File: src/common/Fetch_macros.svh
`ifndef FETCH_MACROS_SVH
`define FETCH_MACROS_SVH

// Fetch ID width, gives the PC file depth.
`define FETCH_ID_BITS 5

// 16-bit parcels per 8-byte fetch block.
`define NUM_SLOTS 4

`define BTB_ENTRIES 16

// 64-byte lines.
`define IC_LINES 16

`define HIST_BITS 8

`endif

File: src/common/FetchPkg.sv
`default_nettype none
`include "Fetch_macros.svh"

package FetchPkg;

    // Sequence number of one fetch block.
    typedef logic [`FETCH_ID_BITS-1:0] FetchID_t;

    // Global branch history.
    typedef logic [`HIST_BITS-1:0] BHist_t;

    typedef struct packed {
        logic predicted;
        logic taken;
    } BranchPredInfo;

    // --------------------
    // Per-fetch metadata, kept until the back end retires the fetch.
    // --------------------
    typedef struct packed {
        logic [30:0] pc;
        BHist_t hist;
        BranchPredInfo bpi;
        logic [1:0] branchPos;
    } PCFileEntry;

    // One parcel slot toward decode.
    typedef struct packed {
        logic valid;
        logic [30:0] pc;
        logic [15:0] instr;
        FetchID_t fetchID;
        logic predTaken;
    } IF_Instr;

endpackage

`default_nettype wire

File: src/common/MemCtrlIf.sv
`timescale 1ns/1ps
`default_nettype none

interface MemCtrlIf;
    logic reqValid;
    // 64-byte line address.
    logic [25:0] reqAddr;
    logic [0:0] cacheID;
    logic [9:0] progress;
    logic busy;

    modport Cache (
        output reqValid,
        output reqAddr,
        output cacheID,
        input progress,
        input busy
    );

    modport Ctrl (
        input reqValid,
        input reqAddr,
        input cacheID,
        output progress,
        output busy
    );
endinterface

`default_nettype wire

File: src/hdl/PCFile.sv
`timescale 1ns/1ps
`default_nettype none
`include "Fetch_macros.svh"

module PCFile (
    input wire clk,
    input wire wen,
    input wire FetchPkg::FetchID_t waddr,
    input wire FetchPkg::PCFileEntry wdata,
    input wire FetchPkg::FetchID_t raddr0,
    input wire FetchPkg::FetchID_t raddr1,
    output FetchPkg::PCFileEntry rdata0,
    output FetchPkg::PCFileEntry rdata1
);
    import FetchPkg::*;

    localparam int Depth = 1 << `FETCH_ID_BITS;

    PCFileEntry entries[Depth];

    always_ff @(posedge clk) begin
        if (wen) begin
            entries[waddr] <= wdata;
        end
    end

    // Asynchronous reads.
    assign rdata0 = entries[raddr0];
    assign rdata1 = entries[raddr1];

endmodule

`default_nettype wire

File: src/ifetch/BranchTargetBuffer.sv
`timescale 1ns/1ps
`default_nettype none
`include "Fetch_macros.svh"

module BranchTargetBuffer (
    input wire clk,
    input wire rst,
    input wire [30:0] lookupPc,
    output logic branchFound,
    output logic branchTaken,
    output logic isJump,
    output logic [31:0] branchSrc,
    output logic [31:0] branchDst,
    output FetchPkg::BHist_t history,
    output FetchPkg::BranchPredInfo info,
    input wire predict,
    input wire updValid,
    input wire [31:0] updSrc,
    input wire [31:0] updDst,
    input wire updIsJump,
    input wire updTaken
);
    localparam int IdxBits = $clog2(`BTB_ENTRIES);
    localparam int TagBits = 29 - IdxBits;

    logic [`BTB_ENTRIES-1:0] entryValid;
    logic [`BTB_ENTRIES-1:0] entryJump;
    logic [TagBits-1:0] entryTag[`BTB_ENTRIES];
    logic [1:0] entrySlot[`BTB_ENTRIES];
    logic [30:0] entryTarget[`BTB_ENTRIES];
    logic [1:0] entryCtr[`BTB_ENTRIES];

    logic [IdxBits-1:0] lookupIdx;
    logic [TagBits-1:0] lookupTag;
    logic hit;

    logic [IdxBits-1:0] updIdx;
    logic [TagBits-1:0] updTag;
    logic [1:0] updSlot;
    logic updMatch;
    logic updAlloc;
    logic updTrain;

    // --------------------
    // Lookup
    // --------------------
    assign lookupIdx = lookupPc[IdxBits+1:2];
    assign lookupTag = lookupPc[30:IdxBits+2];

    // Branch must lie at or after the fetch entry point.
    assign hit = entryValid[lookupIdx] && (entryTag[lookupIdx] == lookupTag)
        && (entrySlot[lookupIdx] >= lookupPc[1:0]);

    always_comb begin
        branchFound = hit;
        branchTaken = hit && entryCtr[lookupIdx][1];
        isJump = hit && entryJump[lookupIdx];
        branchSrc = {lookupTag, lookupIdx, entrySlot[lookupIdx], 1'b0};
        branchDst = {entryTarget[lookupIdx], 1'b0};
        info.predicted = hit;
        info.taken = hit && (entryCtr[lookupIdx][1] || entryJump[lookupIdx]);
    end

    always_ff @(posedge clk) begin
        if (rst) begin
            history <= '0;
        end else if (predict) begin
            history <= {history[`HIST_BITS-2:0], 1'b1};
        end
    end

    // --------------------
    // Update
    // --------------------
    assign updIdx = updSrc[IdxBits+2:3];
    assign updTag = updSrc[31:IdxBits+3];
    assign updSlot = updSrc[2:1];
    assign updMatch = entryValid[updIdx] && (entryTag[updIdx] == updTag)
        && (entrySlot[updIdx] == updSlot);
    assign updAlloc = updValid && updTaken && !updMatch;
    assign updTrain = updValid && updMatch;

    always_ff @(posedge clk) begin
        if (rst) begin
            entryValid <= '0;
        end else if (updAlloc) begin
            entryValid[updIdx] <= 1'b1;
        end
    end

    always_ff @(posedge clk) begin
        if (updAlloc) begin
            entryTag[updIdx] <= updTag;
            entrySlot[updIdx] <= updSlot;
            entryTarget[updIdx] <= updDst[31:1];
            entryJump[updIdx] <= updIsJump;
            entryCtr[updIdx] <= 2'd2;
        end else if (updTrain) begin
            if (updTaken) begin
                entryTarget[updIdx] <= updDst[31:1];
                entryJump[updIdx] <= updIsJump;
                if (entryCtr[updIdx] != 2'd3) begin
                    entryCtr[updIdx] <= entryCtr[updIdx] + 2'd1;
                end
            end else if (entryCtr[updIdx] != 2'd0) begin
                entryCtr[updIdx] <= entryCtr[updIdx] - 2'd1;
            end
        end
    end

endmodule

`default_nettype wire

File: src/ifetch/ICacheTable.sv
`timescale 1ns/1ps
`default_nettype none
`include "Fetch_macros.svh"

module ICacheTable (
    input wire clk,
    input wire rst,
    input wire lookupValid,
    input wire [30:0] lookupPc,
    output logic [28:0] lookupAddress,
    output logic stall,
    MemCtrlIf.Cache mc
);
    localparam int IdxBits = $clog2(`IC_LINES);
    localparam int TagBits = 26 - IdxBits;

    typedef enum logic [1:0] {
        Idle,
        Request,
        WaitBusy,
        WaitDone
    } FillState;

    FillState state;

    logic [`IC_LINES-1:0] lineValid;
    logic [TagBits-1:0] lineTag[`IC_LINES];

    logic [25:0] lookupLine;
    logic [IdxBits-1:0] lookupIdx;
    logic hit;
    logic miss;

    // Line under fill, frozen at the miss.
    logic [25:0] missLine;
    logic fillDone;

    // --------------------
    // Tag lookup
    // --------------------
    assign lookupLine = lookupPc[30:5];
    assign lookupIdx = lookupLine[IdxBits-1:0];
    assign hit = lineValid[lookupIdx] && (lineTag[lookupIdx] == lookupLine[25:IdxBits]);
    assign miss = lookupValid && !hit;

    assign lookupAddress = lookupPc[30:2];

    // Held from the miss cycle until the tag is installed.
    assign stall = (state != Idle) || miss;

    // --------------------
    // Fill sequencing
    // --------------------
    assign mc.reqValid = (state == Request);
    assign mc.reqAddr = missLine;
    assign mc.cacheID = 1'b0;

    // first low cycle after the controller went busy
    assign fillDone = (state == WaitDone) && !mc.busy;

    always_ff @(posedge clk) begin
        if (rst) begin
            state <= Idle;
        end else begin
            case (state)
                Idle: begin
                    if (miss) begin
                        state <= Request;
                    end
                end
                Request: begin
                    state <= WaitBusy;
                end
                WaitBusy: begin
                    if (mc.busy) begin
                        state <= WaitDone;
                    end
                end
                WaitDone: begin
                    if (!mc.busy) begin
                        state <= Idle;
                    end
                end
                default: begin
                    state <= Idle;
                end
            endcase
        end
    end

    always_ff @(posedge clk) begin
        if (rst) begin
            lineValid <= '0;
        end else if (fillDone) begin
            lineValid[missLine[IdxBits-1:0]] <= 1'b1;
        end
    end

    always_ff @(posedge clk) begin
        if ((state == Idle) && miss) begin
            missLine <= lookupLine;
        end
        if (fillDone) begin
            lineTag[missLine[IdxBits-1:0]] <= missLine[25:IdxBits];
        end
    end

endmodule

`default_nettype wire

File: src/ifetch/ProgramCounter.sv
`timescale 1ns/1ps
`default_nettype none
`include "Fetch_macros.svh"

module ProgramCounter (
    input wire clk,
    input wire rst,
    input wire en0,
    input wire en1,
    input wire redirect,
    input wire [31:0] redirPc,
    input wire FetchPkg::FetchID_t redirFetchID,
    input wire branchFound,
    input wire branchTaken,
    input wire isJump,
    input wire [31:0] branchSrc,
    input wire [31:0] branchDst,
    input wire FetchPkg::BHist_t history,
    input wire FetchPkg::BranchPredInfo info,
    output logic predict,
    input wire FetchPkg::FetchID_t pcReadAddr[1:0],
    output FetchPkg::PCFileEntry pcReadData[1:0],
    input wire FetchPkg::FetchID_t robCurFetchID,
    input wire [63:0] instr,
    output logic [31:0] pcRaw,
    output FetchPkg::FetchID_t fetchID,
    output FetchPkg::IF_Instr instrs[`NUM_SLOTS-1:0],
    output logic stall,
    input wire icacheStall
);
    import FetchPkg::*;

    localparam int NumSlots = `NUM_SLOTS;

    // Halfword PC of the block being looked up.
    logic [30:0] pc;

    // Stage 1 copy of the block fetched on en0.
    logic [30:0] pcLast;
    BHist_t histLast;
    BranchPredInfo infoLast;
    logic [1:0] branchPosLast;

    logic fire1;
    PCFileEntry pcfWrite;

    logic [NumSlots-1:0] slotValid;
    logic [NumSlots-1:0] slotPredTaken;
    logic [30:0] slotPc[NumSlots];
    logic [15:0] slotInstr[NumSlots];
    FetchID_t slotFetchID;

    assign pcRaw = {pc, 1'b0};

    // A redirect cancels the block in stage 1.
    assign fire1 = en1 && !redirect;

    assign predict = en0 && info.taken;
    assign stall = (robCurFetchID == fetchID) || icacheStall;

    // --------------------
    // Next PC and fetch ID
    // --------------------
    always_ff @(posedge clk) begin
        if (rst) begin
            pc <= '0;
            fetchID <= '0;
        end else if (redirect) begin
            pc <= redirPc[31:1];
            fetchID <= redirFetchID + 1'b1;
        end else begin
            if (en1) begin
                fetchID <= fetchID + 1'b1;
            end
            if (en0) begin
                if (branchFound && (isJump || branchTaken)) begin
                    pc <= branchDst[31:1];
                end else begin
                    pc <= {pc[30:2] + 29'd1, 2'b00};
                end
            end
        end
    end

    always_ff @(posedge clk) begin
        if (en0) begin
            pcLast <= pc;
            histLast <= history;
            infoLast <= info;
            branchPosLast <= branchSrc[2:1];
        end
    end

    // --------------------
    // Parcel slots
    // --------------------
    always_ff @(posedge clk) begin
        if (rst) begin
            slotValid <= '0;
        end else if (fire1) begin
            for (int i = 0; i < NumSlots; i++) begin
                slotValid[i] <= (2'(i) >= pcLast[1:0])
                    && (!infoLast.taken || (2'(i) <= branchPosLast));
            end
        end else begin
            slotValid <= '0;
        end
    end

    always_ff @(posedge clk) begin
        if (fire1) begin
            slotFetchID <= fetchID;
            for (int i = 0; i < NumSlots; i++) begin
                slotPc[i] <= {pcLast[30:2], 2'(i)};
                slotInstr[i] <= instr[16*i +: 16];
                slotPredTaken[i] <= infoLast.taken && (2'(i) == branchPosLast);
            end
        end
    end

    always_comb begin
        for (int i = 0; i < NumSlots; i++) begin
            instrs[i].valid = slotValid[i];
            instrs[i].pc = slotPc[i];
            instrs[i].instr = slotInstr[i];
            instrs[i].fetchID = slotFetchID;
            instrs[i].predTaken = slotPredTaken[i];
        end
    end

    // Metadata written under the fetch ID it is assigned.
    always_comb begin
        pcfWrite.pc = pcLast;
        pcfWrite.hist = histLast;
        pcfWrite.bpi = infoLast;
        pcfWrite.branchPos = branchPosLast;
    end

    PCFile pcFile (
        .clk(clk),
        .wen(fire1),
        .waddr(fetchID),
        .wdata(pcfWrite),
        .raddr0(pcReadAddr[0]),
        .raddr1(pcReadAddr[1]),
        .rdata0(pcReadData[0]),
        .rdata1(pcReadData[1])
    );

endmodule

`default_nettype wire

File: src/hdl/FetchUnit.sv
`timescale 1ns/1ps
`default_nettype none
`include "Fetch_macros.svh"

module FetchUnit (
    input wire clk,
    input wire rst,
    input wire fetchEn,
    input wire redirect,
    input wire [31:0] redirPc,
    input wire FetchPkg::FetchID_t redirFetchID,
    input wire updValid,
    input wire [31:0] updSrc,
    input wire [31:0] updDst,
    input wire updIsJump,
    input wire updTaken,
    input wire FetchPkg::FetchID_t pcReadAddr0,
    input wire FetchPkg::FetchID_t pcReadAddr1,
    output FetchPkg::PCFileEntry pcReadData0,
    output FetchPkg::PCFileEntry pcReadData1,
    input wire FetchPkg::FetchID_t robCurFetchID,
    input wire [63:0] instr,
    output logic [28:0] instrAddr,
    output FetchPkg::IF_Instr instrs[`NUM_SLOTS-1:0],
    output logic stall,
    output logic mcReqValid,
    output logic [25:0] mcReqAddr,
    output logic [0:0] mcCacheID,
    input wire [9:0] mcProgress,
    input wire mcBusy
);
    import FetchPkg::*;

    logic en0;
    logic en1;
    logic icacheStall;
    logic [31:0] pcRaw;

    logic branchFound;
    logic branchTaken;
    logic isJump;
    logic [31:0] branchSrc;
    logic [31:0] branchDst;
    BHist_t history;
    BranchPredInfo info;
    logic predict;

    FetchID_t readAddr[1:0];
    PCFileEntry readData[1:0];

    MemCtrlIf mcIf ();

    // --------------------
    // Stage enables
    // --------------------
    assign en0 = fetchEn && !stall;

    always_ff @(posedge clk) begin
        if (rst || redirect) begin
            en1 <= 1'b0;
        end else begin
            en1 <= en0;
        end
    end

    assign readAddr[0] = pcReadAddr0;
    assign readAddr[1] = pcReadAddr1;
    assign pcReadData0 = readData[0];
    assign pcReadData1 = readData[1];

    assign mcReqValid = mcIf.reqValid;
    assign mcReqAddr = mcIf.reqAddr;
    assign mcCacheID = mcIf.cacheID;
    assign mcIf.progress = mcProgress;
    assign mcIf.busy = mcBusy;

    ProgramCounter progCnt (
        .clk(clk),
        .rst(rst),
        .en0(en0),
        .en1(en1),
        .redirect(redirect),
        .redirPc(redirPc),
        .redirFetchID(redirFetchID),
        .branchFound(branchFound),
        .branchTaken(branchTaken),
        .isJump(isJump),
        .branchSrc(branchSrc),
        .branchDst(branchDst),
        .history(history),
        .info(info),
        .predict(predict),
        .pcReadAddr(readAddr),
        .pcReadData(readData),
        .robCurFetchID(robCurFetchID),
        .instr(instr),
        .pcRaw(pcRaw),
        .fetchID(),
        .instrs(instrs),
        .stall(stall),
        .icacheStall(icacheStall)
    );

    BranchTargetBuffer btb (
        .clk(clk),
        .rst(rst),
        .lookupPc(pcRaw[31:1]),
        .branchFound(branchFound),
        .branchTaken(branchTaken),
        .isJump(isJump),
        .branchSrc(branchSrc),
        .branchDst(branchDst),
        .history(history),
        .info(info),
        .predict(predict),
        .updValid(updValid),
        .updSrc(updSrc),
        .updDst(updDst),
        .updIsJump(updIsJump),
        .updTaken(updTaken)
    );

    // Looks up on fetchEn so the miss stall does not feed back into en0.
    ICacheTable icTable (
        .clk(clk),
        .rst(rst),
        .lookupValid(fetchEn),
        .lookupPc(pcRaw[31:1]),
        .lookupAddress(instrAddr),
        .stall(icacheStall),
        .mc(mcIf.Cache)
    );

endmodule

`default_nettype wire

File: config.mk
export PLATFORM = sky130hd
export DESIGN_NAME = FetchUnit
export DESIGN_NICKNAME = d
export VERILOG_FILES = /design/src/common/FetchPkg.sv /design/src/common/MemCtrlIf.sv /design/src/hdl/PCFile.sv /design/src/ifetch/BranchTargetBuffer.sv /design/src/ifetch/ICacheTable.sv /design/src/ifetch/ProgramCounter.sv /design/src/hdl/FetchUnit.sv
export VERILOG_INCLUDE_DIRS = /design/src /design/src/common
export SDC_FILE = /design/constraint.sdc
export NUM_CORES = 2
export LEC_CHECK = 0
export BUFFER_PORTS_ARGS = -buffer_cell sky130_fd_sc_hd__buf_4
export CAP_MARGIN = 25
export CORE_MARGIN = 2
export CORE_UTILIZATION = 44
export CTS_CLUSTER_SIZE = 30
export DETAILED_ROUTE_END_ITERATION = 10
export PLACE_DENSITY_LB_ADDON = 0.3
export SLEW_MARGIN = 20
export SYNTH_ARGS = -nofsm -noshare
export SYNTH_HDL_FRONTEND = slang
export SYNTH_SLANG_ARGS = --single-unit
File: constraint.sdc
create_clock -name clk -period 7.7 [get_ports clk]
set_input_delay 0.385 -clock clk [delete_from_list [all_inputs] [get_ports clk]]
set_output_delay 0.385 -clock clk [all_outputs]
set_load 0.02 [all_outputs]
# Word-level counts from Yosys, hierarchy flattened
# Memory sizes are Yosys's and may differ from the RTL's. A register that Yosys moved wholly into a read port is not among the register bits.
# Cells that the tools add are included.
# word_totals
regBits	177
ram_bits	2876
inputBits	198
out_inout_bits	360
n_memories	8
# memory_table
name	depth	word_bits	rd	rd_ports_with_merged_regs	wr	line	rtl
progCnt.pcFile.entries	32	43	2	0	1	PCFile.sv:19	PCFileEntry entries[Depth];
btb.entryTarget	16	31	1	1	1	BranchTargetBuffer.sv:30	logic [30:0] entryTarget[`BTB_ENTRIES];
btb.entryTag	16	25	2	1	1	BranchTargetBuffer.sv:28	logic [TagBits-1:0] entryTag[`BTB_ENTRIES];
icTable.lineTag	16	22	1	1	1	ICacheTable.sv:27	logic [TagBits-1:0] lineTag[`IC_LINES];
progCnt.slotPc	4	31	4	0	4	ProgramCounter.sv:49	logic [30:0] slotPc[NumSlots];
progCnt.slotInstr	4	16	4	0	4	ProgramCounter.sv:50	logic [15:0] slotInstr[NumSlots];
2 more memories	n/a	n/a	n/a	n/a	n/a	n/a	
# op_classes
addsub	5
n_lt_le_gt_ge	15
eq_ne	15
mux	58
n_bitwise	6
n_reduce_logical	54
# ops
cell	count
31-bit two-way mux	4
25-bit == test	2
16-bit two-way mux	3
4-bit two-way mux	10
16-bit OR	2
29-bit by 1-bit adder with 29-bit output (second input constant)	1
1-bit logical AND	28
1-bit two-way mux	26
22-bit == test	1
4-bit by 5-bit less-than comparator with 1-bit output (second input constant)	4
1-bit binary-select mux with 4-bit select	4
16-bit bitwise mux	1
2-bit nonzero test	6
5-bit by 1-bit adder with 5-bit output (second input constant)	2
2-bit two-way mux	5
5-bit two-way mux	2
1-bit logical OR	9
1-bit demux with 4-bit select	2
4-bit by 1-bit greater-or-equal comparator with 1-bit output (second input constant)	2
2-bit one-hot mux with 4 select lines	1
1-bit logical NOT	6
2-bit inequality test (second input constant)	3
5-bit == test	1
2-bit == test (first input constant)	2
other kinds (18)	26

# Longest topological paths before layout
# logic_depth
word_depth	13
mapped_depth	23
ltp_nobuf	13

# Cells and area by module
# Synthesis repeated with hierarchy kept, for this count alone.
# unflattened
cells_unflattened	8000
area_unflattened_um2	132520.8
# modules_own_cells
mod	n_inst	cells_per_inst	area_per_inst_um2
PCFile	1	4532	65658.0
BranchTargetBuffer	1	2048	43157.6
ICacheTable	1	827	15805.2
ProgramCounter	1	590	7857.5
FetchUnit	1	3	42.5

# Least setup slack after synthesis
# OpenSTA, ideal clock, no wires.
# synth_timing
path_kind	register to register
from	register (tool-made name)
to	register progCnt.pc[21]
setup_time_ps	116
arrival_time_ps	5652
required_time_ps	7584
path_slack_ps	1932
stages_incl_launch_ff	20
n_path_buf	8
period_less_slack_ps	5768
cell_sequence	dfxtp_1 buf_2 buf_4 buf_4 buf_4 buf_2 buf_1 buf_1 mux4_2 mux4_2 ha_1 a21oi_1 nor4b_1 a31o_2 o2111ai_1 or4_1 or3_1 clkbuf_1 or4_1 o211a_1
# synth_rtl
item	line	rtl
end signal: assignment	ProgramCounter.sv:69	pc <= redirPc[31:1];
end signal: assignment	ProgramCounter.sv:77	pc <= branchDst[31:1];
end signal: assignment	ProgramCounter.sv:79	pc <= {pc[30:2] + 29'd1, 2'b00};
end: declaration	ProgramCounter.sv:36	logic [30:0] pc;

==> results.yml <==
sta:
  finalMaxSlewViolations: 0
  finalHoldViolations: 0
  worst_pin_slew_ns: 1.10
  rsz0062_at_grt: "no"
  slew_headroom_pct: 26.9
  fmax_mhz: 166
  setup_slack_ns: 1.69
  finalSetupViolCount: 0
  holdWs_ns: 0.101
  post-route-min-period_ns: 6.01
  setup_tns_ns: 0
  skew_ns: 0.0593
  finalCritPeriodShare_pct: 78.1
cells_and_area:
  final_area_um2: 150000
  nets: 6882
  stdcell_count: 10800
  finish.utilization_pct: 51.4
  drive_gt1_share_pct: 39.9
  fillers: 22600
  area_growth_syn_to_layout_pct: 16.1
worst_setup_path:
  cp_slowest_cell: "buf_4"
  rr_worst_depth: 10
  cp.arrival_ns: 5.63
  cp_cell_sequence: "buf_4 -> buf_4 -> mux4_2 -> mux4_2 -> xnor2_1 -> nand4_1 -> nor4_2 -> buf_4 -> a21boi_0 -> or3_1 -> buf_4"
  path_depth: 11
  crit_top_cell: "buf_4"
  crit_required_ns: 7.32
  critPathBufInv: 4
  crit_path_max_incr_delay_ns: 0.63
  endpoint: "stall"
  r2r-end: "progCnt.pc[21]"
  crit_path_end_kind: "output pin"
  start_kind: "register"
  crit_fanout: 40
  r2r_setup_slack_ns: 2.31
  cp_top_family: "buffers and inverters"
  crit_type: "reg2out"
pwr:
  totalPowerFinal_mw: 35.9
  p_leak_nw: 47.8
  power_switching_mw: 8.14
  power.density_nw_per_um2: 240
  p_comb_share_pct: 7.4
  max-vdd-ir-drop_mv: 0.188
  p_int_mw: 27.8
  seq_power_share_pct: 50.2
  switching_share_pct: 22.6
  clkPwrFrac_pct: 42.3
clock_network:
  clkTransAtPathRegs_ns: 0.06
  cts_root_buf: "clkbuf_16"
  clkSinkCount: 2965
  clockBufferDepth: 4
  hold_buffers: 159
  clkLatencyLatePin_ns: 0.93
  htree_num_levels: 5
  cts_made_buffers: 320
  cts_resized: 0
  cts_setup_buffers: 0
  cts_tree: "yes"
status:
  outcome: "finished, final reports clean"
placement:
  gp_congestion: 0.845
  dp.cells: 10100
  numPortBuffers: 535
  place_area_um2: 138000
  hpwl_um: 217000
  place_ws_ns: 2.09
floorplanning:
  fp.dieW_um: 546
  pin_count: 558
  chipHeight_um: 546
  die-area_um2: 298000
  start_util_pct: 44.3
  num_rows: 198
  coreArea_um2: 292000
hold_path:
  min_path_type: "in2reg"
  hp-start: "redirFetchID[1]"
yosys:
  synthTopCellsByArea: "edfxtp_1 67%, mux4_2 23%, dfxtp_1 1.4%"
  syn-cell-area_um2: 129000
  yosys_warnings: 0
  synth-seq-area-share_pct: 68.2
  syn_inst: 5984
  synth_ff_type: "edfxtp_1"
  ys_ff_latch: 2965
  synth_top_area_share_pct: 66.9
  syn_area_per_cell_um2: 21.6
  ys_types: 68
  synth_async_sr_flop_share_pct: 0
  yosysTopAreaCell: "edfxtp_1"
  synth-edff-count: 2875
grt:
  grt_usage_pct: 24.7
  overflow: 0
  antenna_found_initial: 43
  grt_pass1_vias: 69600
  grt_start_max_net_pins: 141
  grt_pass1_wl_um: 525000
routing:
  drc: 0
  drtIter0Drc: 8568
  viasPerCell: 6.28
  routed_wl_um: 372000
  vias: 68100
  ant_nets: 0
  wl_per_cell_um: 34.3
  dr.pass1.iters: 6
flow_run:
  cap_viol_max_count: 0
power by group through the flow:
stage	Clock [mW]	Combinational, mW	Sequential, mW
after floorplan	0	1.58	18.3
after global placement	0	2.59	18.4
after detailed placement	0	2.61	18.4
after CTS	15.4	2.69	18.1
after global routing	16.0	2.80	18.1
final	15.2	2.67	18.0
logic make-up after synthesis:
group           Yosys count  share of synthesized area [%]
compound gates          219                           1.26
fa+ha+maj                10                         0.0969
simple gates            501                           1.96
flops                  2965                           68.2
buf+inv                 578                           2.20
other cells               2                        0.00582
mux                    1588                           25.4
xor+xnor                121                          0.821
layer usage:
layer  track usage (%)  share of wire, %  vias to the layer above  wire [µm]
li1                  -                 -                    27100          -
met1              32.3                37                    36700     136000
met2              40.3                49                     3596     183000
met3              4.42               8.9                      684      33000
met4              11.6               5.2                       26      19500
met5                 0             0.045                        -        166
cell usage after synthesis, types with 24 or more instances:
cell,number
edfxtp_1,2875
mux4_2,1342
clkbuf_1,262
nor2_1,161
buf_4,154
mux2i_1,140
mux2_2,106
buf_1,91
dfxtp_1,90
xnor2_1,85
nand2_1,67
nand3_1,52
buf_2,44
nor3_1,41
xor2_1,36
a21oi_1,29
a22oi_1,28
and2_1,25
nand4_1,25
nand2b_1,24
layout make-up:
cell class,count,area [µm²],area share (%)
antenna,14,35.0,0.0234
clock buffer,394,8400,5.61
clock inverter,182,1900,1.27
inverter,22,92.6,0.0618
multi-input combinational,2448,38600,25.8
sequential,2965,88200,58.8
tap,3900,4880,3.26
timing repair buffer,917,7770,5.18
cell usage in the layout (no fill, tap or decap), types with 13 or more instances in the layout:
cell           count
clkinv_2          49
nor2b_1           21
a22oi_1           28
clkbuf_1          68
mux2_2           106
and3_1            13
mux4_2          1342
nor2_4            48
o21ai_0           18
nor2_2            13
o2bb2ai_1         14
clkinv_1          69
nand3_1           52
nand2b_1          24
inv_1             17
clkbuf_16        325
nor2_1           101
xor2_1            36
a21oi_1           27
nand4_1           25
mux2i_1          140
bufinv_16         30
buf_12            16
dlygate4sd3_1    159
and2_2            16
dfxtp_1           83
buf_4            709
buf_8             21
xnor2_1           85
a211oi_1          23
nand2_1           67
edfxtp_1        2875
diode_2           14
nor4_1            20
o21a_1            17
nor3_1            36
how the worst min path moves through the flow:
stage                                to  slack, ns  cells past startpoint
floorplan           progCnt.histLast[7]       0.40                      0
CTS                            register       0.03                      3
global placement    progCnt.histLast[7]       0.41                      0
detailed placement  progCnt.histLast[7]       0.42                      0
finish               progCnt.fetchID[1]       0.10                      5
global route                   register       0.04                      3
worst min-delay path: stages:
cell and delay, ns:
buf_4 0.08, mux2_2 0.15, ha_1 0.11, o21ai_0 0.07, a21oi_1 0.14
flip-flops by register name (all words and copies together) (netlist names), 8 cells and up, named ones only:
signal                  cells
progCnt.slotInstr          64
progCnt.pcLast             31
progCnt.pcFile.entries   1376
icTable.mc.reqAddr         26
btb.entryTag              400
btb.entryJump              16
btb.entrySlot              32
progCnt.slotPc             29
btb.entryCtr               32
icTable.lineValid          16
btb.entryValid             16
icTable.lineTag           352
progCnt.pc                 31
progCnt.histLast            8
btb.history                 8
btb.entryTarget           496
(Power assumes the default switching activity.)
